<file path="src/source/wolf_pkg.sv">
`default_nettype none

package wolf_pkg;

   // ********************
   // Bus widths and types
   localparam int unsigned BUS_DATA_W = 32;
   localparam int unsigned BUS_ADDR_W = 16;
   localparam int unsigned BUS_SEL_W  = 4;

   typedef logic [BUS_DATA_W-1:0] bus_word_t;
   typedef logic [BUS_ADDR_W-1:0] bus_addr_t;
   typedef logic [BUS_SEL_W-1:0]  bus_sel_t;

   // ********************
   // Address map, region is the top nibble
   localparam int unsigned REGION_LSB  = 12;
   localparam logic [3:0]  REGION_RAM  = 4'd0;
   localparam logic [3:0]  REGION_SYS  = 4'd1;
   localparam logic [3:0]  REGION_GPIO = 4'd2;
   localparam logic [3:0]  REGION_RGB  = 4'd3;

   localparam int unsigned RAM_WORDS = 256;

   // ********************
   // Register offsets inside a target
   localparam int unsigned REG_OFS_W = 4;

   localparam logic [REG_OFS_W-1:0] SYS_MTIME    = 4'h0;
   localparam logic [REG_OFS_W-1:0] SYS_MTIMECMP = 4'h4;
   localparam logic [REG_OFS_W-1:0] SYS_CTRL     = 4'h8;

   localparam logic [REG_OFS_W-1:0] GPIO_IN  = 4'h0;
   localparam logic [REG_OFS_W-1:0] GPIO_OUT = 4'h4;
   localparam logic [REG_OFS_W-1:0] GPIO_OE  = 4'h8;

   localparam logic [REG_OFS_W-1:0] RGB_LED0 = 4'h0;
   localparam logic [REG_OFS_W-1:0] RGB_LED1 = 4'h4;
   localparam logic [REG_OFS_W-1:0] RGB_DUTY = 4'h8;

   // Red, green, blue
   typedef logic [2:0] rgb_color_t;
   typedef logic [7:0] pwm_t;

endpackage

`default_nettype wire

</file>
<file path="src/source/wb_if.sv">
`default_nettype none

interface wb_if;

   // Request
   logic                cyc;
   logic                stb;
   logic                we;
   wolf_pkg::bus_addr_t adr;
   wolf_pkg::bus_word_t dat_w;
   wolf_pkg::bus_sel_t  sel;

   // Reply
   wolf_pkg::bus_word_t dat_r;
   logic                ack;
   logic                err;

   modport initiator (
      output cyc, stb, we, adr, dat_w, sel,
      input  dat_r, ack, err
   );

   modport decoder (
      input  cyc, stb, we, adr, dat_w, sel,
      output dat_r, ack, err
   );

   // Targets only ack, errors come from the decoder
   modport target (
      input  cyc, stb, we, adr, dat_w, sel,
      output dat_r, ack
   );

endinterface

`default_nettype wire

</file>
<file path="src/source/wb_arbiter.sv">
`default_nettype none

module wb_arbiter
   import wolf_pkg::*;
(
   input  logic    clk,
   input  logic    i_rst,
   wb_if.decoder   cpu,
   wb_if.decoder   dbg,
   wb_if.initiator bus
);

   logic busy;
   logic sel_dbg;
   logic req_cpu;
   logic req_dbg;
   logic pick_dbg;

   assign req_cpu = cpu.cyc & cpu.stb;
   assign req_dbg = dbg.cyc & dbg.stb;

   // Round robin, a tie goes to the master not granted last
   assign pick_dbg = req_dbg & (~req_cpu | ~sel_dbg);

   // ********************
   // Grant state
   always_ff @(posedge clk) begin
      if (i_rst) begin
         busy    <= 1'b0;
         sel_dbg <= 1'b0;
      end else if (!busy) begin
         if (req_cpu | req_dbg) begin
            busy    <= 1'b1;
            sel_dbg <= pick_dbg;
         end
      end else if (bus.ack | bus.err) begin
         // Released on the closing edge of the cycle
         busy <= 1'b0;
      end
   end

   // ********************
   // Request forwarding
   assign bus.cyc   = busy & (sel_dbg ? dbg.cyc : cpu.cyc);
   assign bus.stb   = busy & (sel_dbg ? dbg.stb : cpu.stb);
   assign bus.we    = sel_dbg ? dbg.we : cpu.we;
   assign bus.adr   = sel_dbg ? dbg.adr : cpu.adr;
   assign bus.dat_w = sel_dbg ? dbg.dat_w : cpu.dat_w;
   assign bus.sel   = sel_dbg ? dbg.sel : cpu.sel;

   // Replies go only to the owner
   assign cpu.dat_r = (busy & ~sel_dbg) ? bus.dat_r : '0;
   assign cpu.ack   = busy & ~sel_dbg & bus.ack;
   assign cpu.err   = busy & ~sel_dbg & bus.err;

   assign dbg.dat_r = (busy & sel_dbg) ? bus.dat_r : '0;
   assign dbg.ack   = busy & sel_dbg & bus.ack;
   assign dbg.err   = busy & sel_dbg & bus.err;

endmodule

`default_nettype wire

</file>
<file path="src/flat_wrapper.sv">
// flat-port wrapper written by rule: the top's interface ports become plain ports
module wb_arbiter_flat import wolf_pkg::*;
  (clk, i_rst, cpu_cyc, cpu_stb, cpu_we, cpu_adr, cpu_dat_w, cpu_sel, cpu_dat_r, cpu_ack, cpu_err, dbg_cyc, dbg_stb, dbg_we, dbg_adr, dbg_dat_w, dbg_sel, dbg_dat_r, dbg_ack, dbg_err, bus_cyc, bus_stb, bus_we, bus_adr, bus_dat_w, bus_sel, bus_dat_r, bus_ack, bus_err);
  wb_if cpu_i ();
  wb_if dbg_i ();
  wb_if bus_i ();
  input  logic clk;
  input  logic i_rst;
  input wire logic [$bits(cpu_i.cyc)-1:0] cpu_cyc;
  input wire logic [$bits(cpu_i.stb)-1:0] cpu_stb;
  input wire logic [$bits(cpu_i.we)-1:0] cpu_we;
  input wire logic [$bits(cpu_i.adr)-1:0] cpu_adr;
  input wire logic [$bits(cpu_i.dat_w)-1:0] cpu_dat_w;
  input wire logic [$bits(cpu_i.sel)-1:0] cpu_sel;
  output wire logic [$bits(cpu_i.dat_r)-1:0] cpu_dat_r;
  output wire logic [$bits(cpu_i.ack)-1:0] cpu_ack;
  output wire logic [$bits(cpu_i.err)-1:0] cpu_err;
  input wire logic [$bits(dbg_i.cyc)-1:0] dbg_cyc;
  input wire logic [$bits(dbg_i.stb)-1:0] dbg_stb;
  input wire logic [$bits(dbg_i.we)-1:0] dbg_we;
  input wire logic [$bits(dbg_i.adr)-1:0] dbg_adr;
  input wire logic [$bits(dbg_i.dat_w)-1:0] dbg_dat_w;
  input wire logic [$bits(dbg_i.sel)-1:0] dbg_sel;
  output wire logic [$bits(dbg_i.dat_r)-1:0] dbg_dat_r;
  output wire logic [$bits(dbg_i.ack)-1:0] dbg_ack;
  output wire logic [$bits(dbg_i.err)-1:0] dbg_err;
  output wire logic [$bits(bus_i.cyc)-1:0] bus_cyc;
  output wire logic [$bits(bus_i.stb)-1:0] bus_stb;
  output wire logic [$bits(bus_i.we)-1:0] bus_we;
  output wire logic [$bits(bus_i.adr)-1:0] bus_adr;
  output wire logic [$bits(bus_i.dat_w)-1:0] bus_dat_w;
  output wire logic [$bits(bus_i.sel)-1:0] bus_sel;
  input wire logic [$bits(bus_i.dat_r)-1:0] bus_dat_r;
  input wire logic [$bits(bus_i.ack)-1:0] bus_ack;
  input wire logic [$bits(bus_i.err)-1:0] bus_err;
  assign cpu_i.cyc = cpu_cyc;
  assign cpu_i.stb = cpu_stb;
  assign cpu_i.we = cpu_we;
  assign cpu_i.adr = cpu_adr;
  assign cpu_i.dat_w = cpu_dat_w;
  assign cpu_i.sel = cpu_sel;
  assign cpu_dat_r = cpu_i.dat_r;
  assign cpu_ack = cpu_i.ack;
  assign cpu_err = cpu_i.err;
  assign dbg_i.cyc = dbg_cyc;
  assign dbg_i.stb = dbg_stb;
  assign dbg_i.we = dbg_we;
  assign dbg_i.adr = dbg_adr;
  assign dbg_i.dat_w = dbg_dat_w;
  assign dbg_i.sel = dbg_sel;
  assign dbg_dat_r = dbg_i.dat_r;
  assign dbg_ack = dbg_i.ack;
  assign dbg_err = dbg_i.err;
  assign bus_cyc = bus_i.cyc;
  assign bus_stb = bus_i.stb;
  assign bus_we = bus_i.we;
  assign bus_adr = bus_i.adr;
  assign bus_dat_w = bus_i.dat_w;
  assign bus_sel = bus_i.sel;
  assign bus_i.dat_r = bus_dat_r;
  assign bus_i.ack = bus_ack;
  assign bus_i.err = bus_err;
  wb_arbiter u_core (.clk(clk), .i_rst(i_rst), .cpu(cpu_i), .dbg(dbg_i), .bus(bus_i));
endmodule
</file>
<file path="config.mk">
export PLATFORM = sky130hd
export DESIGN_NAME = wb_arbiter_flat
export DESIGN_NICKNAME = d
export VERILOG_FILES = /design/src/source/wolf_pkg.sv /design/src/source/wb_if.sv /design/src/source/wb_arbiter.sv /design/src/flat_wrapper.sv
export SDC_FILE = /design/constraint.sdc
export NUM_CORES = 1
export LEC_CHECK = 0
export ABC_AREA = 1
export ABC_CLOCK_PERIOD_IN_PS = 1100
export BUFFER_PORTS_ARGS = -buffer_cell sky130_fd_sc_hd__buf_2
export CAP_MARGIN = 10
export CORE_AREA = 2 2 105 107
export CTS_CLUSTER_SIZE = 16
export DETAILED_ROUTE_END_ITERATION = 7
export DIE_AREA = 0 0 107 109
export PLACE_DENSITY = 0.55
export SLEW_MARGIN = 5
export SYNTH_ARGS = -nofsm -noshare
export SYNTH_HDL_FRONTEND = slang
export SYNTH_SLANG_ARGS = --single-unit
</file>
<file path="constraint.sdc">
create_clock -name clk -period 1.1 [get_ports clk]
set_clock_uncertainty 0.1 [all_clocks]
set_input_delay 0 -clock clk [delete_from_list [all_inputs] [get_ports clk]]
set_output_delay 0 -clock clk [all_outputs]
set_load 0.05 [all_outputs]
</file>
* Word level (Yosys, flattened, before mapping)
Cells that the tools add are included.
** Word-level totals
- Input bits :: 146
- Flip-flop bits (word level) :: 2
** Cells by class
- Bitwise logic cells :: 17
- Muxes and demuxes :: 11
- Reductions and logical operators :: 1
** Operators by type and width (number)
- two-way mux 32 bit :: 3
- two-way mux 16 bit :: 1
- AND 1 bit :: 11
- two-way mux 1 bit :: 6
- two-way mux 4 bit :: 1
- NOT 1 bit :: 3
- bitwise OR 1 bit :: 3
- AND reduction 2 bit :: 1

* Logic depth before layout (Yosys ltp)
- Depth in word-level cells :: 4
- Mapped depth :: 5
- Gate-level depth less buffers :: 5

* Least setup slack after synthesis
No wires, ideal clock.
- Kind :: reg2out
- From :: register u_core.sel_dbg
- To :: output port bus_cyc
- Required time :: 1000 ps
- Data arrival time :: 1361 ps
- Cell stages (with the launch flop) :: 5
- Slack :: -361 ps
- Cell sequence :: dfxtp_1 -> inv_2 -> buf_2 -> nand2_1 -> a21oi_1
** On the way
- Word-level cells in the longest chain between the ends :: 2
** RTL lines
- from (decl) :: line wb_arbiter.sv:14 : logic sel_dbg;
- from (signal assigned) :: line wb_arbiter.sv:34 : sel_dbg <= pick_dbg;
- two-way mux 1 bit :: line wb_arbiter.sv:44 : assign bus.cyc = busy & (sel_dbg ? dbg.cyc : cpu.cyc);
- AND 1 bit :: line wb_arbiter.sv:44
- to (decl) :: line flat_wrapper.sv:27 : output wire logic [$bits(bus_i.cyc)-1:0] bus_cyc;
No other way between the ends.

* Worst setup path in the final report
- From :: register u_core.sel_dbg
- To :: output port bus_adr[5]
** On the way
- Word-level cells in the longest chain between the ends :: 1
** RTL lines
- two-way mux 16 bit :: line wb_arbiter.sv:47 : assign bus.adr = sel_dbg ? dbg.adr : cpu.adr;
- to (decl) :: line flat_wrapper.sv:30 : output wire logic [$bits(bus_i.adr)-1:0] bus_adr;
No other way between the ends.

==> impl_results.md <==
- MaxCap Viol Count: 0
- Clk sink count: 2
- Clk slew on worst S/H paths: 0.03 ns
- Vias per inst: 3.89
- Dominant cells by area after synthesis: nand2_1 53%, nor2_1 21%, inv_1 11%, buf_2 5.3%, dfxtp_1 3.3%
- Failing checks: negative setup slack
- Path type of the worst min-delay path: primary input to flop
- Total track usage: 0.137
- Layout cells sized above 1: 0.774
- Fin util: 0.438
- DR pass1 iterations: 4
- Crit path max fanout: 6
- Clock Latency Late Sink: 0.21 ns
- Final period util: 1.21
- Hold path depth: 5
- Peak VDD IR: 0.427 mV
- CP Class: flop to output pin
- Root Driver: clkbuf_8
- Gpl congestion: 0.789
- Async SR Flop Fraction: 0
- Place WS: -0.106 ns
- RSZ-0062 raised after global routing: yes
- Setup-failing EPs final: 123
- Fin cells: 723
- Die X: 107 um
- Core ar.: between 10000 and 15000 um2
- Number of DRC markers in iteration 0: 101
- R2R Path Start: u_core.busy
- Slew @ Worst Pin: 0.202 ns
- CP Launch Type: flop
- Syn nets: 450
- # diodes: 0
- Die Ht: 109 um
- Synth Register Bits: 2
- Post-synth top area share: 0.527
- Row count: 38
- Hold Startpoint: dbg_stb
- Worst Path Required: 1.00 ns
- Cell with the most instances after synthesis: nand2_1
- Setup WS post-layout: -0.235 ns
- Min Tclk post-route: 1.34 ns
- Final nets: between 700 and 800
- EDFF count, synth: 0
- Worst endpoint data arrival time: 1.24 ns
- Vias in the first global route: 2701
- Grt total ovfl: 0
- Leak: 2.54 nW
- PD cells: 739 nW/um2
- Cells after Synth: a little over 300
- H-Tree Depth: 1
- Area of the mapped netlist: 1220 um2
- Inst Count DP: 707
- Routed wire per std cell: 13.0 um
- Layout area overhead: 282%
- Reg2reg end: u_core.sel_dbg
- Vias: 2810
- Worst Hold Slack: roughly 0.012 ns
- Max_slew headroom: 0.865
- Syn Area/Cell: 4.00 um2
- Final Cell Area: 4650 um2
- Max Fclk: 0.749 GHz
- R2R cell count: 6
- I/O pins: 269
- Setup TNS: -22.77 ns
- Worst setup EP type: output pin
- Initial core utilization: 0.115
- WL final: 9400 um
- Largest net degree at the start of global routing: 26
- TritonCTS Buffers: 3
- Detail Placement HPWL: 6120 um
- Worst Hold Endpoint: u_core.sel_dbg
- Cell Area, Placed: 3130 um2
- Synth Flop Type: dfxtp_1
- Syn. warnings: 0
- Post-synth top cells: 171 x nand2_1, 69 x nor2_1, 37 x inv_1
- R2R setup slack: approximately 0.030 ns
- Total power: approximately 3.4 mW
- Input/output buffers: 268
- Status: finished with violations
- Initial antenna violation count: 0
- Routed Antenna Nets: 0
- Post-route DRC: 0
- Maximum buffer depth of the clock tree: 2
- Hold Fails Final Rpt: 0
- TritonCTS clock tree: done
- Synth cell types: 10
- First-pass GRT wire length: around 13000 um
- Slew Viols, Final: 0
- Post-synth top area cell: nand2_1
- Full die area: 11700 um2
- Seq/Total Area, Yosys: 0.0329
==> critical path, stage by stage (launching register included) <==
cell and delay [ns]:
dfxtp_4 0.39, inv_8 0.06, buf_12 0.14, clkbuf_16 0.16, nand2_2 0.07, nand2_2 0.05
buf_8 0.14
==> where the power goes <==
part | internal (mW) | switching, mW
sequential | 0.0783 | 0.0130
clock | 0.232 | 0.0597
combinational | 1.26 | 1.80
==> registers in the layout, indices dropped and copies added, names as in the netlist <==
signal and flops:
u_core.busy 1, u_core.sel_dbg 1
==> repair_timing <==
| action | CTS | global route |
|---|---|---|
| pin swaps | 8 | 11 |
| hold buffers | 1 | 0 |
| resized for setup | 313 | 65 |
| hold endpoints to repair | 2 | 0 |
| endpoints found under the setup margin | 124 | 124 |
| gates cloned | 6 | 3 |
| buffers inserted | 1 | 2 |
==> cell type report <==
cell class / count / area (um2)
Clock buffer: 3 / 41.3
Inverter: 38 / 154
Timing Repair Buffer: 294 / 2780
Fill cell: 1043 / 5960
Tap cell: 140 / 175
Sequential cell: 2 / 47.5
Multi-Input combinational cell: 246 / 1450
==> how the worst max path moves through the flow <==
stage	from	to	slack (ns)	cells past startpoint
after detailed placement	u_core.sel_dbg	bus_cyc	-0.11	5
after CTS	u_core.sel_dbg	bus_dat_w[1]	-0.25	6
after global routing	u_core.sel_dbg	bus_sel[1]	-0.29	6
after floorplan	u_core.sel_dbg	dbg_ack	-0.15	2
final	u_core.sel_dbg	bus_adr[5]	-0.24	6
after global placement	u_core.busy	dbg_dat_r[5]	-0.09	4
==> per-layer routing <==
layer  global-route usage  vias up  wire (um)  part of all wire
met3               0.0227        8        641             0.068
met5                    0        -          0                 0
met2                0.278      130       5300              0.56
met4               0.0250        0         99             0.011
li1                     -     1432          -                 -
met1                0.147     1240       3350              0.36
==> cells by family after synthesis <==
family,Yosys count,share of synthesized area
compound gates,3,0.0123
buf+inv,56,0.201
flops,2,0.0329
simple gates,243,0.753
==> cells in the final DEF, fill, tap and decap left out <==
cell type and instances:
buf_16 4, nand2_2 67, clkbuf_16 3, inv_1 36
nand2_1 90, a21oi_1 1, buf_2 145, nand4_1 1
buf_6 74, nor2_1 2, nand3_1 1, nand2_4 14
dlygate4sd3_1 1, inv_8 1, buf_12 9, clkbuf_8 3
clkinvlp_4 1, nor2_4 10, nand3_2 1, a21oi_4 2
nor2_2 57, buf_4 6, bufbuf_16 1, dfxtp_4 2
buf_8 51
Note: power is estimated with default switching activity, not from simulation.
