File: src/source/wolf_pkg.sv
`default_nettype none

package wolf_pkg;

   // ********************
   // Bus widths and types
   localparam int unsigned BUS_DATA_W = 32;
   localparam int unsigned BUS_ADDR_W = 16;
   localparam int unsigned BUS_SEL_W  = 4;

   typedef logic [BUS_DATA_W-1:0] bus_word_t;
   typedef logic [BUS_ADDR_W-1:0] bus_addr_t;
   typedef logic [BUS_SEL_W-1:0]  bus_sel_t;

   // ********************
   // Address map, region is the top nibble
   localparam int unsigned REGION_LSB  = 12;
   localparam logic [3:0]  REGION_RAM  = 4'd0;
   localparam logic [3:0]  REGION_SYS  = 4'd1;
   localparam logic [3:0]  REGION_GPIO = 4'd2;
   localparam logic [3:0]  REGION_RGB  = 4'd3;

   localparam int unsigned RAM_WORDS = 256;

   // ********************
   // Register offsets inside a target
   localparam int unsigned REG_OFS_W = 4;

   localparam logic [REG_OFS_W-1:0] SYS_MTIME    = 4'h0;
   localparam logic [REG_OFS_W-1:0] SYS_MTIMECMP = 4'h4;
   localparam logic [REG_OFS_W-1:0] SYS_CTRL     = 4'h8;

   localparam logic [REG_OFS_W-1:0] GPIO_IN  = 4'h0;
   localparam logic [REG_OFS_W-1:0] GPIO_OUT = 4'h4;
   localparam logic [REG_OFS_W-1:0] GPIO_OE  = 4'h8;

   localparam logic [REG_OFS_W-1:0] RGB_LED0 = 4'h0;
   localparam logic [REG_OFS_W-1:0] RGB_LED1 = 4'h4;
   localparam logic [REG_OFS_W-1:0] RGB_DUTY = 4'h8;

   // Red, green, blue
   typedef logic [2:0] rgb_color_t;
   typedef logic [7:0] pwm_t;

endpackage

`default_nettype wire

File: src/source/wb_if.sv
`default_nettype none

interface wb_if;

   // Request
   logic                cyc;
   logic                stb;
   logic                we;
   wolf_pkg::bus_addr_t adr;
   wolf_pkg::bus_word_t dat_w;
   wolf_pkg::bus_sel_t  sel;

   // Reply
   wolf_pkg::bus_word_t dat_r;
   logic                ack;
   logic                err;

   modport initiator (
      output cyc, stb, we, adr, dat_w, sel,
      input  dat_r, ack, err
   );

   modport decoder (
      input  cyc, stb, we, adr, dat_w, sel,
      output dat_r, ack, err
   );

   // Targets only ack, errors come from the decoder
   modport target (
      input  cyc, stb, we, adr, dat_w, sel,
      output dat_r, ack
   );

endinterface

`default_nettype wire

File: src/source/sys_timer.sv
`default_nettype none

module sys_timer
   import wolf_pkg::*;
(
   input  logic clk,
   input  logic i_rst,
   wb_if.target bus,
   output logic o_timer_irq
);

   bus_word_t            mtime;
   bus_word_t            mtimecmp;
   logic                 irq_en;
   logic                 wr_en;
   logic [REG_OFS_W-1:0] ofs;
   bus_word_t            rdata;

   assign ofs   = bus.adr[REG_OFS_W-1:0];
   assign wr_en = bus.cyc & bus.stb & bus.we & ~bus.ack;

   // ********************
   // Counter and registers
   always_ff @(posedge clk) begin
      if (i_rst) begin
         mtime    <= '0;
         mtimecmp <= '1;
         irq_en   <= 1'b0;
      end else begin
         mtime <= mtime + 1'b1;
         if (wr_en) begin
            case (ofs)
               SYS_MTIME:    mtime    <= bus.dat_w;
               SYS_MTIMECMP: mtimecmp <= bus.dat_w;
               SYS_CTRL:     irq_en   <= bus.dat_w[0];
               default: ;
            endcase
         end
      end
   end

   // Level interrupt, registered
   always_ff @(posedge clk) begin
      if (i_rst) begin
         o_timer_irq <= 1'b0;
      end else begin
         o_timer_irq <= irq_en & (mtime >= mtimecmp);
      end
   end

   // ********************
   // Bus reply
   always_comb begin
      case (ofs)
         SYS_MTIME:    rdata = mtime;
         SYS_MTIMECMP: rdata = mtimecmp;
         SYS_CTRL:     rdata = bus_word_t'(irq_en);
         default:      rdata = '0;
      endcase
   end

   always_ff @(posedge clk) begin
      bus.dat_r <= rdata;
   end

   always_ff @(posedge clk) begin
      if (i_rst) begin
         bus.ack <= 1'b0;
      end else begin
         bus.ack <= bus.cyc & bus.stb & ~bus.ack;
      end
   end

endmodule

`default_nettype wire

File: src/flat_wrapper.sv
// flat-port wrapper written by rule: the top's interface ports become plain ports
module sys_timer_flat import wolf_pkg::*;
  (clk, i_rst, o_timer_irq, bus_cyc, bus_stb, bus_we, bus_adr, bus_dat_w, bus_sel, bus_dat_r, bus_ack);
  wb_if bus_i ();
  input  logic clk;
  input  logic i_rst;
  output logic o_timer_irq;
  input wire logic [$bits(bus_i.cyc)-1:0] bus_cyc;
  input wire logic [$bits(bus_i.stb)-1:0] bus_stb;
  input wire logic [$bits(bus_i.we)-1:0] bus_we;
  input wire logic [$bits(bus_i.adr)-1:0] bus_adr;
  input wire logic [$bits(bus_i.dat_w)-1:0] bus_dat_w;
  input wire logic [$bits(bus_i.sel)-1:0] bus_sel;
  output wire logic [$bits(bus_i.dat_r)-1:0] bus_dat_r;
  output wire logic [$bits(bus_i.ack)-1:0] bus_ack;
  assign bus_i.cyc = bus_cyc;
  assign bus_i.stb = bus_stb;
  assign bus_i.we = bus_we;
  assign bus_i.adr = bus_adr;
  assign bus_i.dat_w = bus_dat_w;
  assign bus_i.sel = bus_sel;
  assign bus_dat_r = bus_i.dat_r;
  assign bus_ack = bus_i.ack;
  sys_timer u_core (.clk(clk), .i_rst(i_rst), .bus(bus_i), .o_timer_irq(o_timer_irq));
endmodule
File: config.mk
export PLATFORM = sky130hd
export DESIGN_NAME = sys_timer_flat
export DESIGN_NICKNAME = d
export VERILOG_FILES = /design/src/source/wolf_pkg.sv /design/src/source/wb_if.sv /design/src/source/sys_timer.sv /design/src/flat_wrapper.sv
export SDC_FILE = /design/constraint.sdc
export NUM_CORES = 1
export LEC_CHECK = 0
export BUFFER_PORTS_ARGS = -buffer_cell sky130_fd_sc_hd__buf_4
export CAP_MARGIN = 20
export CORE_UTILIZATION = 30
export CTS_BUF_LIST = sky130_fd_sc_hd__clkbuf_4 sky130_fd_sc_hd__clkbuf_8
export DETAILED_ROUTE_END_ITERATION = 16
export GPL_ROUTABILITY_DRIVEN = 0
export PLACE_DENSITY_LB_ADDON = 0.08
export SYNTH_ARGS = -nofsm -noshare
export SYNTH_HDL_FRONTEND = slang
export SYNTH_SLANG_ARGS = --single-unit
export TNS_END_PERCENT = 5
File: constraint.sdc
create_clock -name clk -period 2.4 [get_ports clk]
set_clock_uncertainty 0.15 [all_clocks]
set_input_delay 0.6 -clock clk [delete_from_list [all_inputs] [get_ports clk]]
set_output_delay 0.6 -clock clk [all_outputs]
set_load 0.03 [all_outputs]
After elaboration in Yosys (flattened, before gate mapping)
Index checks and enable logic that the tools add are counted.
W data, S select, Z words.
{"block": "word_totals", "ff_bits": 99, "latchBits": 0, "mem_bits_rw": 0, "romBits": 0, "inputBits": 57, "word_cells": 22, "n_memories": 0}
{"block": "classes", "add_sub_neg": 1, "n_mul": 0, "div": 0, "order_cmp": 1, "n_eq_ne": 2, "shifts": 0, "mux": 3, "n_bitwise": 6, "n_reduce_logical": 3}
{"cell": "$pmux W32 S3", "count": 1}
{"cell": "$mux W32", "count": 2}
{"cell": "$add A32 B1 Y32 const B", "count": 1}
{"cell": "$ge A32 B32 Y1", "count": 1}
{"cell": "$and A1 B1 Y1", "count": 5}
{"cell": "$eq A4 B3 Y1 const B", "count": 1}
{"cell": "$eq A4 B4 Y1 const B", "count": 1}
{"cell": "$logic_not A4 Y1", "count": 1}
{"cell": "$reduce_and A2 Y1", "count": 2}
{"cell": "$not A1 Y1", "count": 1}

Depth between registers and ports, before layout
Gate-level depths: netlist of run 1.
{"block": "logic_depth", "depth_word": 4, "ltp_mapped": 7}

Least setup slack after synthesis of run 1
No wires, ideal clock.
{"block": "synth_path", "path_kind": "input -> register", "start": "input bus_adr[3]", "end": "register u_core.mtimecmp[23]", "setup_time_ns": 0.120, "arrival_ns": 1.716, "required_ns": 2.130, "setup_slack_ns": 0.414, "cell_stages": 6, "n_path_buf": 2, "cell_sequence": "nor4b_4 > and2_1 > buf_2 > buf_2 > nor2_1 > a211o_1"}
{"block": "synth_via", "elab_chain_cells": 2}
{"element": "from (decl)", "line_no": "flat_wrapper.sv:11", "rtl": "input wire logic [$bits(bus_i.adr)-1:0] bus_adr;"}
{"element": "$eq A4 B3 Y1", "line_no": "sys_timer.sv:32", "rtl": "case (ofs)"}
{"element": "$reduce_and A2 Y1 (no source line)"}
{"element": "to (signal assigned)", "line_no": "sys_timer.sv:34", "rtl": "SYS_MTIMECMP: mtimecmp <= bus.dat_w;"}
{"element": "to (decl)", "line_no": "sys_timer.sv:13", "rtl": "bus_word_t mtimecmp;"}
No other way between the ends.
A chain may end at the register's enable or synchronous reset.

Worst setup path after layout of run 1
{"block": "layout_path", "start": "register u_core.mtime[0]", "end": "register u_core.o_timer_irq"}
{"block": "layout_via", "elab_chain_cells": 2}
{"element": "from (decl)", "line_no": "sys_timer.sv:12", "rtl": "bus_word_t mtime;"}
{"element": "from (signal assigned)", "line_no": "sys_timer.sv:30", "rtl": "mtime <= mtime + 1'b1;"}
{"element": "from (signal assigned)", "line_no": "sys_timer.sv:33", "rtl": "SYS_MTIME: mtime <= bus.dat_w;"}
{"element": "$ge A32 B32 Y1", "line_no": "sys_timer.sv:47", "rtl": "o_timer_irq <= irq_en & (mtime >= mtimecmp);"}
{"element": "$and A1 B1 Y1", "line_no": "sys_timer.sv:47"}
{"element": "to (signal assigned)", "line_no": "sys_timer.sv:47"}
{"element": "to (decl)", "line_no": "sys_timer.sv:9", "rtl": "output logic o_timer_irq"}
No other way between the ends.

==> results.toml, run 1 <==
[run_status]
outcome = "finished, final reports clean"

[critical_path]
path_class = "reg -> reg"
cp.arrival_ps = 2230
worst_path_max_delay_cell = "dfxtp_1"
crit_required_ps = 2510
regToRegSetupSlack_ps = 280
critPathMaxStageDelay_ps = 430
critPathBufInv = 1
end_kind = "flop"
critPathTopFamily = "compound AO/OA/AOI/OAI gates"
start_kind = "flop"
worstPathMaxFanout = 6
crit_chain = "inv_1 -> ha_1 -> nand2b_1 -> a2111o_1 -> a32oi_1 -> a21o_1 -> o211ai_1"

[place]
dpl.hpwl_um = 8270
dpl_cell_area_um2 = 5630
portBuffers = 74

[sta]
timing.final.crit_share = 0.882
clock.fmax_ghz = 0.472
tightest_slew_ps = 780
maxSlewHeadroom = 0.480
maxSlewViolCount = 0
grt_setup_unrepaired = "false"
setup_tns_ps = 0
setup_viol = 0
hold_violations = 0
fin_crit_ps = 2120

[routing]
dr.pass1.iters = 4
viasPerCell = 4.86
routed_wl_um = 12100
wl_per_cell_um = 15.3
drtIter0Drc = 193
antenna_left = 0
drc_errors = 0
via_count = 3846

[pwr]
clockPowerShare = 0.375
p_int_uw = 2330
power_frac_seq = 0.552
switchingPower_uw = 732
p_leak_uw = 0.00261
p_comb_frac = 0.073
powerDensity_nw_per_um2 = 525
vdd_ir_drop_max_mv = 0.263
p_sw_frac = 0.239

[synthesis]
synth_nets = 598
synthXorXnorAreaFrac = 0.0529
synth_compound_area_frac = 0.201
synthSimpleGateAreaFrac = 0.184
synth_top_cell_by_area = "dfxtp_1"
synth_fa_ha_area_frac = 0.0860
yosysWarnings = 0
synth_edf_count = 0
async_flop_share = 0
synth_top_family_by_area = "compound AO/OA/AOI/OAI gates"
synth_seq_cells = 99
ys_seq_area_frac = 0.413
synthesis.area_um2 = 4800
synth.distinct_cells = 48
synth-main-ff-cell = "dfxtp_1"
syn_area_per_cell_um2 = 9.46
syn_inst = 508
synth_top_area_share = 0.413
synth_area_leaders = "dfxtp_1, ha_1, a211o_1"
muxShareOfSynthArea = 0.00625

[cells_and_area]
final_util = 0.378
diodes = 0
layout_common_cells = "dfxtp_1, buf_4, nor2_1, inv_1, ha_1"
layout-drive-gt1-share = 0.222
fin_nets = 666
final_common_cell = "dfxtp_1"
design_area_um2 = 5830
syn_to_final_growth_pct = 21.3

[clock_network]
ctsResizeCount = 0
cts_max_path_buffers = 2
post-cts-setup-buffers = 0
cts-root-buf = "clkbuf_8"
postCtsHoldBufs = 0
cts_inserted_buffers = 9
cts.sink_count = 99
cts.clk_slew.worst_paths_ps = 100
cts_max_level = 3
clk_latency_ps = 380
cts_tree = "yes"

[grt]
grt_pass1_wl_um = 19800
first_global_vias = 3829
antenna_found_initial = 0
grt.total_usage = 0.156
grt_overflow = 0
grt_max_degree = 67

[worst_hold_path]
hold_class = "in -> reg"

[run]
max_cap_viol_count = 0

[floorplan]
core_area_um2 = 15400
dieArea_um2 = 16500
die_x_um = 129
rows = 45
pin_count = 91
initial_core_util = 0.311
die_y_um = 129
==> cells in the mapped netlist, types with 4 or more instances <==
cell type  instances
dfxtp_1           99
nor2_1            73
inv_1             38
ha_1              33
a211o_1           32
a22o_1            30
a211oi_1          27
xnor2_1           22
nand2_1           20
clkbuf_1          16
a21oi_1           12
nand3_1           11
nand4_1           10
buf_2              9
xor2_1             7
nor3_1             6
nor4_2             6
and4_1             5
and3_1             4
o21ai_0            4
==> logic make-up (layout without fill, tap and decap cells) <==
kind of cell               count (synthesis)  count (layout)
AOI/OAI and AO/OA                        120             120
and+or+nand+nor                          156             156
muxes                                      3               3
xor gates and xnor gates                  29              29
adders and majority gates                 33              33
DFF                                       99              99
buffers and inverters                     68             141
==> cell type report <==
type | instances | area [µm²]
Multi-Input combinational cell | 341 | 2560
Sequential cell | 99 | 1980
Tap cell | 211 | 264
Clock inverter | 2 | 35.0
Clock buffer | 14 | 168
Fill cell | 1609 | 9600
Inverter | 38 | 143
Timing Repair Buffer | 87 | 678
==> through the flow <==
stage	hold WS [ps]	setup WS, ps	power [µW]	std cells
after floorplan	292	414	1830	508
after global placement	283	249	1950	776
after detailed placement	294	239	1950	776
after CTS	253	237	3110	792
after global routing	255	141	3190	792
final	273	283	3060	792
==> power by group through the flow <==
stage          clock network [µW]  registers [µW]  logic [µW]
4_1_cts                      1190            1690         228
3_5_place_dp                    0            1730         227
3_3_place_gp                    0            1730         226
2_1_floorplan                   0            1750        75.3
5_1_grt                      1260            1690         245
6_report                     1150            1690         224
==> flip-flops by register name, summed over array words and instances, names as in the netlist <==
name / flops
u_core.bus.ack: 1
u_core.bus.dat_r: 32
u_core.irq_en: 1
u_core.mtime: 32
u_core.mtimecmp: 32
u_core.o_timer_irq: 1
==> per-layer routing <==
layer / GRT usage / part of all wire / vias up
met5: 0 / 0 / -
met2: 0.276 / 0.49 / 55
met4: 0.0512 / 0.013 / 0
met1: 0.188 / 0.46 / 1826
met3: 0.0341 / 0.031 / 10
li1: - / - / 1955
==> worst paths after layout <==
| kind | startpoint | endpoint | depth (start not counted) |
|---|---|---|---|
| max reg2reg | u_core.mtime[0] | u_core.o_timer_irq | 7 |
| min reg2reg | u_core.bus.ack | u_core.bus.ack | 1 |
| max | u_core.mtime[0] | u_core.o_timer_irq | 7 |
| min | bus_dat_w[20] | u_core.mtimecmp[20] | 2 |
(Power assumes the default switching activity.)
==> run 2, diff against run 1 <==
--- a/config.mk
+++ b/config.mk
@@ -7,11 +7,11 @@
 export LEC_CHECK = 0
 export BUFFER_PORTS_ARGS = -buffer_cell sky130_fd_sc_hd__buf_4
 export CAP_MARGIN = 20
-export CORE_UTILIZATION = 30
+export CORE_UTILIZATION = 57
 export CTS_BUF_LIST = sky130_fd_sc_hd__clkbuf_4 sky130_fd_sc_hd__clkbuf_8
 export DETAILED_ROUTE_END_ITERATION = 16
 export GPL_ROUTABILITY_DRIVEN = 0
-export PLACE_DENSITY_LB_ADDON = 0.08
+export PLACE_DENSITY = 0.91
 export SYNTH_ARGS = -nofsm -noshare
 export SYNTH_HDL_FRONTEND = slang
 export SYNTH_SLANG_ARGS = --single-unit
==> results.toml, run 2 (synthesized netlist as in run 1, its figures left out) <==
[critical_path]
crit_required_ps = 2520
path_class = "reg -> reg"
worstPathMaxFanout = 7
end_kind = "flop"
rr_worst_depth = 6
crit_chain = "ha_1 -> and3_1 -> nand2_2 -> nor4_4 -> nand4_1 -> a311oi_1"
r2r_end = "u_core.mtime[28]"
worst_path_max_delay_cell = "dfxtp_1"
regToRegSetupSlack_ps = 230
cp.arrival_ps = 2290
critPathBufInv = 0
start_kind = "flop"
critPathMaxStageDelay_ps = 440
critPathTopFamily = "simple AND/OR/NAND/NOR gates"
r2r-start = "u_core.mtime[0]"

[clock_network]
cts-root-buf = "clkbuf_8"
cts_max_path_buffers = 2
ctsResizeCount = 0
cts_inserted_buffers = 9
cts.sink_count = 99
post-cts-setup-buffers = 0
cts.clk_slew.worst_paths_ps = 100
clk_latency_ps = 370
cts_max_level = 3
postCtsHoldBufs = 0
cts_tree = "yes"

[worst_hold_path]
whs_endpoint = "u_core.mtimecmp[27]"
hold_path_depth = 2
hold_class = "in -> reg"
min-delay-start = "bus_dat_w[27]"

[sta]
tightest_slew_ps = 521
grt_setup_unrepaired = "false"
maxSlewHeadroom = 0.653
timing.final.crit_share = 0.903
setup_tns_ps = 0
clock.fmax_ghz = 0.462
maxSlewViolCount = 0
fin_crit_ps = 2170
hold_violations = 0
setup_viol = 0

[routing]
drtIter0Drc = 220
antenna_left = 0
wl_per_cell_um = 16.0
via_count = 3981
drc_errors = 0
routed_wl_um = 10900
dr.pass1.iters = 5
viasPerCell = 5.85

[grt]
first_global_vias = 3990
grt.total_usage = 0.264
antenna_found_initial = 0
grt_max_degree = 65
grt_overflow = 0
grt_pass1_wl_um = 18100

[cells_and_area]
layout-drive-gt1-share = 0.214
fillers = 636
layout_common_cells = "dfxtp_1, buf_4, nor2_1, inv_1, ha_1"
diodes = 0
syn_to_final_growth_pct = 17.3
multi_input_area_um2 = 2560
top_regs = "u_core.bus.dat_r x32, u_core.mtime x32, u_core.mtimecmp x32"
fin_nets = 660
register_area_um2 = 1980
final_util = 0.689
final_common_cell = "dfxtp_1"

[place]
dpl.hpwl_um = 7340
portBuffers = 74

[pwr]
p_sw_frac = 0.242
switchingPower_uw = 722
p_comb_frac = 0.074
p_int_uw = 2260
vdd_ir_drop_max_mv = 0.240
p_leak_uw = 0.00255
clockPowerShare = 0.361
powerDensity_nw_per_um2 = 530
power_frac_seq = 0.566

[floorplan]
die_x_um = 93.8
initial_core_util = 0.588
core_area_um2 = 8180
pin_count = 91
die_y_um = 93.8
rows = 33
dieArea_um2 = 8800

[run]
max_cap_viol_count = 0

[run_status]
outcome = "finished, final reports clean"
run 2: cell types whose count changed in the layout (fill, tap and decap cells not counted):
cell,previous run,this run
clkinv_4,0,1
clkinvlp_4,0,3
clkbuf_8,10,9
buf_4,85,80
buf_12,2,1
clkbuf_4,4,1
run 2: per-stage QoR:
stage          hold WS (ps)  instance area [µm²]  total power (µW)  setup WS [ps]  instances
2_1_floorplan           292                 4800              1830            414        508
3_3_place_gp            283                 5440              1940            291        664
3_5_place_dp            297                 5440              1950            255        664
4_1_cts                 282                 5630              3000            252        680
5_1_grt                 276                 5630              3100           99.4        680
6_report                287                 5630              2990            233        680
run 2: area by class of cell:
class	count	share of cell area
inverter	38	0.0253
multi-input combinational	341	0.454
clock buffer	10	0.0233
clock inverter	6	0.0118
timing repair buffer	81	0.110
tap	105	0.0233
sequential	99	0.352
run 2: metal layers:
metal,GRT usage,wire length [µm]
met1,0.318,4540
met2,0.454,5410
met3,0.0413,645
met4,0.135,284
met5,0,0
run 2: worst max path at each step:
stage,from,slack (ps),to,cells past startpoint
floorplan,bus_adr[3],410,u_core.mtimecmp[23],6
global placement,bus_adr[3],290,u_core.mtimecmp[0],6
detailed placement,bus_adr[3],260,u_core.mtimecmp[19],6
CTS,u_core.mtime[0],250,u_core.mtime[28],6
global route,u_core.mtime[0],100,u_core.mtime[28],6
finish,u_core.mtime[0],230,u_core.mtime[28],6
run 2: power groups by stage:
stage | clock network [µW] | registers (µW) | logic (µW)
after detailed placement | 0 | 1730 | 219
after global placement | 0 | 1720 | 214
after floorplan | 0 | 1750 | 75.3
final | 1080 | 1690 | 220
after global routing | 1170 | 1690 | 237
after CTS | 1090 | 1690 | 221
