### src/source/wolf_pkg.sv
`default_nettype none

package wolf_pkg;

   // ********************
   // Bus widths and types
   localparam int unsigned BUS_DATA_W = 32;
   localparam int unsigned BUS_ADDR_W = 16;
   localparam int unsigned BUS_SEL_W  = 4;

   typedef logic [BUS_DATA_W-1:0] bus_word_t;
   typedef logic [BUS_ADDR_W-1:0] bus_addr_t;
   typedef logic [BUS_SEL_W-1:0]  bus_sel_t;

   // ********************
   // Address map, region is the top nibble
   localparam int unsigned REGION_LSB  = 12;
   localparam logic [3:0]  REGION_RAM  = 4'd0;
   localparam logic [3:0]  REGION_SYS  = 4'd1;
   localparam logic [3:0]  REGION_GPIO = 4'd2;
   localparam logic [3:0]  REGION_RGB  = 4'd3;

   localparam int unsigned RAM_WORDS = 256;

   // ********************
   // Register offsets inside a target
   localparam int unsigned REG_OFS_W = 4;

   localparam logic [REG_OFS_W-1:0] SYS_MTIME    = 4'h0;
   localparam logic [REG_OFS_W-1:0] SYS_MTIMECMP = 4'h4;
   localparam logic [REG_OFS_W-1:0] SYS_CTRL     = 4'h8;

   localparam logic [REG_OFS_W-1:0] GPIO_IN  = 4'h0;
   localparam logic [REG_OFS_W-1:0] GPIO_OUT = 4'h4;
   localparam logic [REG_OFS_W-1:0] GPIO_OE  = 4'h8;

   localparam logic [REG_OFS_W-1:0] RGB_LED0 = 4'h0;
   localparam logic [REG_OFS_W-1:0] RGB_LED1 = 4'h4;
   localparam logic [REG_OFS_W-1:0] RGB_DUTY = 4'h8;

   // Red, green, blue
   typedef logic [2:0] rgb_color_t;
   typedef logic [7:0] pwm_t;

endpackage

`default_nettype wire

### src/source/wb_if.sv
`default_nettype none

interface wb_if;

   // Request
   logic                cyc;
   logic                stb;
   logic                we;
   wolf_pkg::bus_addr_t adr;
   wolf_pkg::bus_word_t dat_w;
   wolf_pkg::bus_sel_t  sel;

   // Reply
   wolf_pkg::bus_word_t dat_r;
   logic                ack;
   logic                err;

   modport initiator (
      output cyc, stb, we, adr, dat_w, sel,
      input  dat_r, ack, err
   );

   modport decoder (
      input  cyc, stb, we, adr, dat_w, sel,
      output dat_r, ack, err
   );

   // Targets only ack, errors come from the decoder
   modport target (
      input  cyc, stb, we, adr, dat_w, sel,
      output dat_r, ack
   );

endinterface

`default_nettype wire

### src/source/gpio_port.sv
`default_nettype none

module gpio_port
   import wolf_pkg::*;
(
   input  logic      clk,
   input  logic      i_rst,
   wb_if.target      bus,
   input  bus_word_t i_gpio,
   output bus_word_t o_gpio,
   output bus_word_t o_gpio_oe
);

   bus_word_t            gpio_meta;
   bus_word_t            gpio_sync;
   bus_word_t            gpio_out;
   bus_word_t            gpio_oe;
   logic                 wr_en;
   logic [REG_OFS_W-1:0] ofs;
   bus_word_t            rdata;

   assign ofs   = bus.adr[REG_OFS_W-1:0];
   assign wr_en = bus.cyc & bus.stb & bus.we & ~bus.ack;

   // Two-flop input synchronizer
   always_ff @(posedge clk) begin
      gpio_meta <= i_gpio;
      gpio_sync <= gpio_meta;
   end

   // ********************
   // Output and enable registers
   always_ff @(posedge clk) begin
      if (i_rst) begin
         gpio_out <= '0;
         gpio_oe  <= '0;
      end else if (wr_en) begin
         case (ofs)
            GPIO_OUT: gpio_out <= bus.dat_w;
            GPIO_OE:  gpio_oe  <= bus.dat_w;
            default: ;
         endcase
      end
   end

   assign o_gpio    = gpio_out;
   assign o_gpio_oe = gpio_oe;

   always_comb begin
      case (ofs)
         GPIO_IN:  rdata = gpio_sync;
         GPIO_OUT: rdata = gpio_out;
         GPIO_OE:  rdata = gpio_oe;
         default:  rdata = '0;
      endcase
   end

   always_ff @(posedge clk) begin
      bus.dat_r <= rdata;
   end

   always_ff @(posedge clk) begin
      if (i_rst) begin
         bus.ack <= 1'b0;
      end else begin
         bus.ack <= bus.cyc & bus.stb & ~bus.ack;
      end
   end

endmodule

`default_nettype wire

### src/flat_wrapper.sv
// flat-port wrapper written by rule: the top's interface ports become plain ports
module gpio_port_flat import wolf_pkg::*;
  (clk, i_rst, i_gpio, o_gpio, o_gpio_oe, bus_cyc, bus_stb, bus_we, bus_adr, bus_dat_w, bus_sel, bus_dat_r, bus_ack);
  wb_if bus_i ();
  input  logic clk;
  input  logic i_rst;
  input  bus_word_t i_gpio;
  output bus_word_t o_gpio;
  output bus_word_t o_gpio_oe;
  input wire logic [$bits(bus_i.cyc)-1:0] bus_cyc;
  input wire logic [$bits(bus_i.stb)-1:0] bus_stb;
  input wire logic [$bits(bus_i.we)-1:0] bus_we;
  input wire logic [$bits(bus_i.adr)-1:0] bus_adr;
  input wire logic [$bits(bus_i.dat_w)-1:0] bus_dat_w;
  input wire logic [$bits(bus_i.sel)-1:0] bus_sel;
  output wire logic [$bits(bus_i.dat_r)-1:0] bus_dat_r;
  output wire logic [$bits(bus_i.ack)-1:0] bus_ack;
  assign bus_i.cyc = bus_cyc;
  assign bus_i.stb = bus_stb;
  assign bus_i.we = bus_we;
  assign bus_i.adr = bus_adr;
  assign bus_i.dat_w = bus_dat_w;
  assign bus_i.sel = bus_sel;
  assign bus_dat_r = bus_i.dat_r;
  assign bus_ack = bus_i.ack;
  gpio_port u_core (.clk(clk), .i_rst(i_rst), .bus(bus_i), .i_gpio(i_gpio), .o_gpio(o_gpio), .o_gpio_oe(o_gpio_oe));
endmodule
### config.mk
export PLATFORM = sky130hd
export DESIGN_NAME = gpio_port_flat
export DESIGN_NICKNAME = d
export VERILOG_FILES = /design/src/source/wolf_pkg.sv /design/src/source/wb_if.sv /design/src/source/gpio_port.sv /design/src/flat_wrapper.sv
export SDC_FILE = /design/constraint.sdc
export NUM_CORES = 1
export LEC_CHECK = 0
export BUFFER_PORTS_ARGS = -buffer_cell sky130_fd_sc_hd__buf_2
export CAP_MARGIN = 0
export CORE_ASPECT_RATIO = 1.5
export CORE_MARGIN = 2
export CORE_UTILIZATION = 48
export CTS_CLUSTER_SIZE = 40
export DETAILED_ROUTE_END_ITERATION = 10
export MAX_ROUTING_LAYER = met4
export PLACE_DENSITY = 0.75
export REMOVE_ABC_BUFFERS = 1
export SLEW_MARGIN = 5
export SYNTH_ARGS = -nofsm -noshare
export SYNTH_HDL_FRONTEND = slang
export SYNTH_SLANG_ARGS = --single-unit
### constraint.sdc
create_clock -name clk -period 1.91 [get_ports clk]
set_clock_uncertainty 0.1 [all_clocks]
set_input_delay 0.0955 -clock clk [delete_from_list [all_inputs] [get_ports clk]]
set_output_delay 0.0955 -clock clk [all_outputs]
set_load 0.02 [all_outputs]
Yosys cells after proc, flatten, opt, wreduce, memory -nomap -nowiden
Index checks and enable logic that the tools add are counted.

Equality and inequality tests: 2. Muxes and demuxes: 1. Bitwise logic cells: 5. Reduce and logical (&&, ||, !) cells: 3.

Operators with widths (number): $pmux 32 s3 (1); $and 1x1->1 (4); $eq 4x3->1 const B (1); $eq 4x4->1 const B (1); $logic_not 4->1 (1); $reduce_and 2->1 (2); $not 1->1 (1).

Flip-flop bits (word level): 161. Word-level logic and storage cells: 17.

Longest topological paths before layout
Gate-level depths: netlist of the first run.

Depth in word-level cells: 4. Mapped depth: 5. Gate-level depth less buffers: 3.

Worst setup path after synthesis of the first run
Ideal clock, no wire load.

Kind: register to register. Start point: register u_core.bus.ack. End point: register u_core.gpio_oe[10], in the netlist u_core.o_gpio_oe[10]. Arrival time: 1.227 ns. Required time: 1.689 ns. Path slack: 0.462 ns. Cell stages (with the launch flop): 6. Buffers on the path: 2. Clock period less this slack: 1.448 ns. Path through: dfxtp_1 > and3b_1 > and3_1 > buf_2 > buf_4 > mux2i_1.

Longest elaborated chain between the ends: 3.

RTL lines: start: declaration (RTL line wb_if.sv:31) `output dat_r, ack`; start signal: assignment (RTL line gpio_port.sv:66) `bus.ack <= bus.cyc & bus.stb & ~bus.ack;`; $not 1->1 (RTL line gpio_port.sv:23) `assign wr_en = bus.cyc & bus.stb & bus.we & ~bus.ack;`; $and 1x1->1 (RTL line gpio_port.sv:23); $reduce_and 2->1 (no line); end signal: assignment (RTL line gpio_port.sv:40) `GPIO_OE: gpio_oe <= bus.dat_w;`; end: declaration (RTL line gpio_port.sv:17) `bus_word_t gpio_oe;`.

Every way passes these cells. A chain may end at the register's enable or synchronous reset.

Final worst setup path of the first run
Start point: register u_core.bus.ack. End point: register u_core.gpio_out[27], in the netlist u_core.o_gpio[27].

Longest elaborated chain between the ends: 3.

RTL lines: $not 1->1 (RTL line gpio_port.sv:23); $and 1x1->1 (RTL line gpio_port.sv:23); $reduce_and 2->1 (no line); end signal: assignment (RTL line gpio_port.sv:39) `GPIO_OUT: gpio_out <= bus.dat_w;`; end: declaration (RTL line gpio_port.sv:16) `bus_word_t gpio_out;`.

Every way passes these cells.

==> results.tsv, run 1 <==
stage	metric	value	unit
logic_synthesis	yosys warns	0	
cells_and_area	combined area of the multi-input logic cells	1650	um2
critical_path	Crit Path Max Fanout	32	
placement	RD Place Congestion	0.758	
sta	RSZ-0062 raised after global routing	no	
clock_network	H-tree depth	4	
placement	Area after DPL	6090	um2
cells_and_area	commonest non-fill, non-tap cells in the layout	buf_2 (169), dfxtp_1 (161), nand2b_1 (96)	
die	Initial Util	48.7	%
grt	largest net degree at the start of global routing	98	
placement	Inst Count DP	711	
sta	Slew @ Worst Pin	0.624	ns
pwr	leak pwr	0.00366	uW
detailed_routing	DRC	0	
outcome	status	finished, final reports clean	
logic_synthesis	flop and latch count out of synthesis	161	
job	max cap viols	0	
grt	antenna violations before repair	0	
logic_synthesis	sequential share of the synthesized area	63.2	%
clock_network	CTS tree	done	
sta	Slew Limit Fails	0	
sta	post-layout min period	1.62	ns
detailed_routing	First DRT Iteration DRCs	302	
grt	total grt overflow	0	
logic_synthesis	post-synthesis cell type count	14	
cells_and_area	Reg area	3220	um2
cells_and_area	Final nets	739	
detailed_routing	routed len/inst	15.6	um
cells_and_area	commonest non-fill, non-tap cell in the layout	buf_2	
detailed_routing	number of antenna-violating nets in the routed design	0	
critical_path	crit start category	flop	
cells_and_area	share of post-route cells with drive strength above 1	31.7	%
critical_path	CP Data Required Time	2.13	ns
hold_path	HP Class	input port to flop	
sta	Worst slew margin	58.4	%
die	die height	130	um
placement	HPWL Detailed	7590	um
clock_network	CTS buffer count	17	
critical_path	critical path arrival	1.84	ns
clock_network	root buf cell	clkbuf_16	
logic_synthesis	Post-synth ARST share	0	%
die	FP Rows	46	
detailed_routing	via/cell ratio	4.88	
sta	endpoints failing setup	0	
detailed_routing	total routed wirelength	12600	um
sta	FMAX	617	MHz
clock_network	postcts setup bufs	0	
die	die width	88.2	um
grt	first-pass GRT wire length	19000	um
cells_and_area	final cell count without fillers	807	
logic_synthesis	Post-Syn Area	5100	um2
sta	Final Hold Viols	0	
logic_synthesis	number of synthesized flops with an enable pin	0	
critical_path	Crit. End Element	flop	
detailed_routing	DRT Pass-1 Iters	7	
clock_network	clock buffer depth	2	
cells_and_area	cell area after layout	7340	um2
logic_synthesis	top_reg_cell synth	dfxtp_1	
logic_synthesis	area share of the largest cell type after synthesis	63.2	%
clock_network	CTS Hold Buffers Added	64	
detailed_routing	vias	3941	
placement	Buffers on Ports	169	
logic_synthesis	Synth area leaders	dfxtp_1 (63%), mux2i_1 (13%), nand2b_1 (12%)	
grt	number of global-route vias before repair	4018	
sta	crit share post-route	84.8	%
cells_and_area	Layout area overhead	43.8	%
clock_network	clock-pin slew on the worst setup and hold paths	0.06	ns
clock_network	TritonCTS Sinks	161	
critical_path	critical path class	flop to flop	
logic_synthesis	Synth Instances	418	
cells_and_area	fill count	776	
grt	All-Layer GR Usage	22.5	%
logic_synthesis	cell taking the most area after synthesis	dfxtp_1	
die	io pins	186	
clock_network	Post-CTS Resized	0	
pwr	power density over the cells	987	nW/um2
die	die area	11500	um2
cells_and_area	diodes inserted	0	
pwr	Overall Power	7250	uW
die	core box area	10500	um2
pwr	Peak supply drop	667	uV
logic_synthesis	syn_area_per_cell	12.2	um2
clock_network	clk_lat worst skew	0.41	ns
flip-flops by register name, indices dropped and copies added, names as in the netlist:
signal / flops
u_core.gpio_meta: 32
u_core.gpio_sync: 32
u_core.o_gpio: 32
u_core.o_gpio_oe: 32
u_core.bus.dat_r: 32
u_core.bus.ack: 1
metrics by stage:
step	worst slack [ns]	hold WS, ns	TNS [ns]	utilization [%]
finish	0.289	0.0407	0	70.1
floorplan	-1.08	0.0232	-92.43	-
detailed placement	0.316	0.0991	0	58.2
global placement	0.427	0.0973	0	58.2
global route	0.214	0.0568	0	70.1
CTS	0.291	0.0313	0	70.1
worst max-delay path: stages (launching register included):
cell	delay, ns
dfxtp_1	0.33
and3b_1	0.21
nand3_2	0.08
buf_4	0.50
mux2i_1	0.31
synthesized netlist by cell type, types with 2 or more instances:
cell and instances:
mux2i_1 64, dfxtp_1 161, buf_4 3, inv_1 32
nor4b_4 2, nand2b_1 96, a222oi_1 32, buf_2 7
clkbuf_1 16
cell families after synthesis:
logic type	count (synthesis)	synth area share [%]
compound gates	32	6.28
buf+inv	58	4.66
flops	161	63.2
mux	64	12.6
simple gates	103	13.3
area by class of cell:
cell class | count | share of cell area, %
Inverter | 32 | 1.64
Timing Repair Buffer | 239 | 21.2
Tap cell | 144 | 2.45
Multi-Input combinational cell | 199 | 22.5
Clock buffer | 20 | 6.09
Sequential cell | 161 | 43.9
Clock inverter | 12 | 2.17
report_power, final:
| part | internal, uW | switching, uW | total (uW) |
|---|---|---|---|
| logic | 212 | 151 | 362 |
| clock network | 2100 | 1310 | 3410 |
| registers | 3450 | 24.6 | 3470 |
| total | 5760 | 1490 | 7250 |
path summary, 6_finish.rpt:
path / start / end / slack [ns] / cells past startpoint
max: u_core.bus.ack$_SDFF_PP0_ / u_core.o_gpio[27]$_SDFFE_PP0P_ / 0.29 / 4
min: bus_cyc / u_core.bus.ack$_SDFF_PP0_ / 0.04 / 3
max reg2reg: u_core.bus.ack$_SDFF_PP0_ / u_core.o_gpio[27]$_SDFFE_PP0P_ / 0.29 / 4
min reg2reg: u_core.gpio_meta[7]$_DFF_P_ / u_core.gpio_sync[7]$_DFF_P_ / 0.23 / 0
routing by layer:
metal / share of wire [%] / GRT usage, % / wire [um]
met3: 5.5 / 5.63 / 692
met1: 38 / 23.0 / 4720
met4: 2.5 / 9.36 / 317
met2: 54 / 40.2 / 6850
met5: 0 / - / 0
Note: power is estimated with default switching activity, not from simulation.
==> run 2, diff against run 1 <==
--- a/config.mk
+++ b/config.mk
@@ -9,11 +9,11 @@
 export CAP_MARGIN = 0
 export CORE_ASPECT_RATIO = 1.5
 export CORE_MARGIN = 2
-export CORE_UTILIZATION = 48
+export CORE_UTILIZATION = 44
 export CTS_CLUSTER_SIZE = 40
 export DETAILED_ROUTE_END_ITERATION = 10
 export MAX_ROUTING_LAYER = met4
-export PLACE_DENSITY = 0.75
+export PLACE_DENSITY = 0.72
 export REMOVE_ABC_BUFFERS = 1
 export SLEW_MARGIN = 5
 export SYNTH_ARGS = -nofsm -noshare
==> constraint.sdc (replaced) <==
create_clock -name clk -period 1.4 [get_ports clk]
set_clock_uncertainty 0.1 [all_clocks]
set_input_delay 0.07 -clock clk [delete_from_list [all_inputs] [get_ports clk]]
set_output_delay 0.07 -clock clk [all_outputs]
set_load 0.02 [all_outputs]
==> run 2 against run 1 <==
- cell count increased by 1.1%
- first-iteration DRC count fell by 13%
- core utilization is 5.1 points lower
- worst setup slack got worse by 0.24 ns
- sequential power up 37%
- die area increased by 8.7%
- hold slack lost 0.0047 ns
- via count rose by 0.18%
- largest cell class unchanged
==> results.tsv, run 2 (synthesized netlist as in run 1, its figures left out) <==
stage	metric	value	unit	change
clock_network	clk_lat worst skew	0.40	ns	was 0.41 ns
clock_network	H-tree depth	4		unchanged
detailed_routing	routed len/inst	15.3	um	was 15.6 um
critical_path	slowest CP cell	dfxtp_1		was buf_4
hold_path	HP Class	input port to flop		unchanged
clock_network	TritonCTS Sinks	161		unchanged
clock_network	clock-pin slew on the worst setup and hold paths	0.05	ns	was 0.06 ns
pwr	Peak supply drop	892	uV	was 667 uV
sta	RSZ-0062 raised after global routing	yes		was no
die	die area	12500	um2	was 11500 um2
grt	first-pass GRT wire length	19700	um	was 19000 um
critical_path	reg2reg start	u_core.bus.ack$_SDFF_PP0_		unchanged
grt	antenna violations before repair	0		unchanged
sta	Final Hold Viols	0		unchanged
critical_path	Crit Path Max Fanout	14		was 32
critical_path	crit-path max cell delay	0.30	ns	was 0.50 ns
grt	largest net degree at the start of global routing	98		unchanged
die	FP Rows	48		was 46
critical_path	crit start category	flop		unchanged
clock_network	root buf cell	clkbuf_16		unchanged
sta	Min Hold Slack	0.0360	ns	was 0.0407 ns
cells_and_area	diodes inserted	0		unchanged
detailed_routing	DRC	0		unchanged
critical_path	critical path arrival	1.58	ns	was 1.84 ns
sta	crit share post-route	96.7	%	was 84.8%
clock_network	clock buffer depth	2		unchanged
sta	Worst slew margin	70.8	%	was 58.4%
die	core box area	11400	um2	was 10500 um2
cells_and_area	share of post-route cells with drive strength above 1	32.0	%	was 31.7%
placement	dpl ws	-0.0247	ns	was 0.316 ns
hold_path	hold path start	bus_stb		was bus_cyc
pwr	leak pwr	0.00369	uW	was 0.00366 uW
die	Initial Util	44.7	%	was 48.7%
sta	setup TNS	0	ns	unchanged
die	io pins	186		unchanged
clock_network	CTS tree	done		unchanged
job	max cap viols	0		unchanged
detailed_routing	total routed wirelength	12500	um	was 12600 um
detailed_routing	number of antenna-violating nets in the routed design	0		unchanged
sta	FMAX	739	MHz	was 617 MHz
placement	Buffers on Ports	169		unchanged
pwr	power density over the cells	1340	nW/um2	was 987 nW/um2
critical_path	CP Data Required Time	1.62	ns	was 2.13 ns
cells_and_area	fill count	897		was 776
detailed_routing	via/cell ratio	4.84		was 4.88
cells_and_area	commonest non-fill, non-tap cell in the layout	buf_2		unchanged
sta	Slew Limit Fails	0		unchanged
critical_path	Crit. End Element	flop		unchanged
sta	post-layout min period	1.35	ns	was 1.62 ns
detailed_routing	vias	3948		was 3941
sta	Slew @ Worst Pin	0.438	ns	was 0.624 ns
clock_network	CTS buffer count	17		unchanged
sta	final setup margin	0.0465	ns	was 0.289 ns
grt	total grt overflow	0		unchanged
critical_path	worst path cell trace	and3b_2, and3_4, buf_12, mux2i_1		was and3b_1, nand3_2, buf_4, mux2i_1
placement	RD Place Congestion	0.794		was 0.758
cells_and_area	cell area after layout	7410	um2	was 7340 um2
sta	endpoints failing setup	0		unchanged
cells_and_area	Layout area overhead	45.2	%	was 43.8%
cells_and_area	commonest non-fill, non-tap cells in the layout	buf_2 (169), dfxtp_1 (161), nand2b_1 (96)		unchanged
grt	number of global-route vias before repair	3994		was 4018
critical_path	crit path launch	u_core.bus.ack$_SDFF_PP0_		unchanged
die	die width	91.9	um	was 88.2 um
grt	All-Layer GR Usage	20.9	%	was 22.5%
cells_and_area	post-layout util	64.9	%	was 70.1%
detailed_routing	DRT Pass-1 Iters	5		was 7
die	die height	136	um	was 130 um
placement	HPWL Detailed	8100	um	was 7590 um
detailed_routing	First DRT Iteration DRCs	264		was 302
placement	Area after DPL	6160	um2	was 6090 um2
cells_and_area	Final nets	743		was 739
outcome	status	finished, final reports clean		unchanged
critical_path	critical path class	flop to flop		unchanged
[run 2: repair_timing]
item,in CTS,in global routing
endpoints found under the hold margin,96,0
setup endpoints to repair,8,9
hold buffers,64,0
setup buffers,0,0
gates resized for setup,2,0
pin swaps,0,0
[run 2: through the flow]
stage / total power, uW / std cells
floorplan: 4980 / 392
global placement: 5180 / 721
detailed placement: 5200 / 721
CTS: 10000 / 816
global route: 10300 / 816
finish: 9910 / 816
[run 2: cell type report]
cell class                 instances  area (um2)  share of cell area (%)
multi-input combinational        199        1660                    22.4
inverter                          32         120                    1.62
clock buffer                      23         478                    6.45
sequential                       161        3220                    43.5
clock inverter                     8         129                    1.74
tap                              150         188                    2.53
timing repair buffer             243        1610                    21.8
[run 2: power by group]
| group | leakage, uW | internal (uW) | switching [uW] |
|---|---|---|---|
| combinational | 0.00207 | 292 | 207 |
| clock | 0.000293 | 2950 | 1730 |
| sequential | 0.00132 | 4700 | 34.5 |
| total | 0.00369 | 7940 | 1970 |
[run 2: worst max-delay path: cells and delay by family (launching register included)]
| family | cells | cell delay, ns |
|---|---|---|
| buffers and inverters | 1 | 0.17 |
| AND/OR/NAND/NOR | 2 | 0.49 |
| flip-flops | 1 | 0.30 |
| multiplexers | 1 | 0.21 |
[run 2: per-layer routing]
layer	track usage (%)	vias to the layer above	part of all wire, %
met5	-	-	0
met4	12.0	0	3.7
met3	4.55	32	4.5
met2	35.0	136	52
met1	23.0	1874	40
li1	-	1906	-
[run 2: worst paths after layout]
| kind | slack (ns) | cells after the start | endpoint |
|---|---|---|---|
| setup / recovery | 0.05 | 4 | u_core.o_gpio_oe[10]$_SDFFE_PP0P_ |
| hold / removal | 0.04 | 3 | u_core.bus.ack$_SDFF_PP0_ |
| setup reg to reg | 0.05 | 4 | u_core.o_gpio_oe[10]$_SDFFE_PP0P_ |
| hold reg to reg | 0.22 | 0 | u_core.gpio_sync[21]$_DFF_P_ |
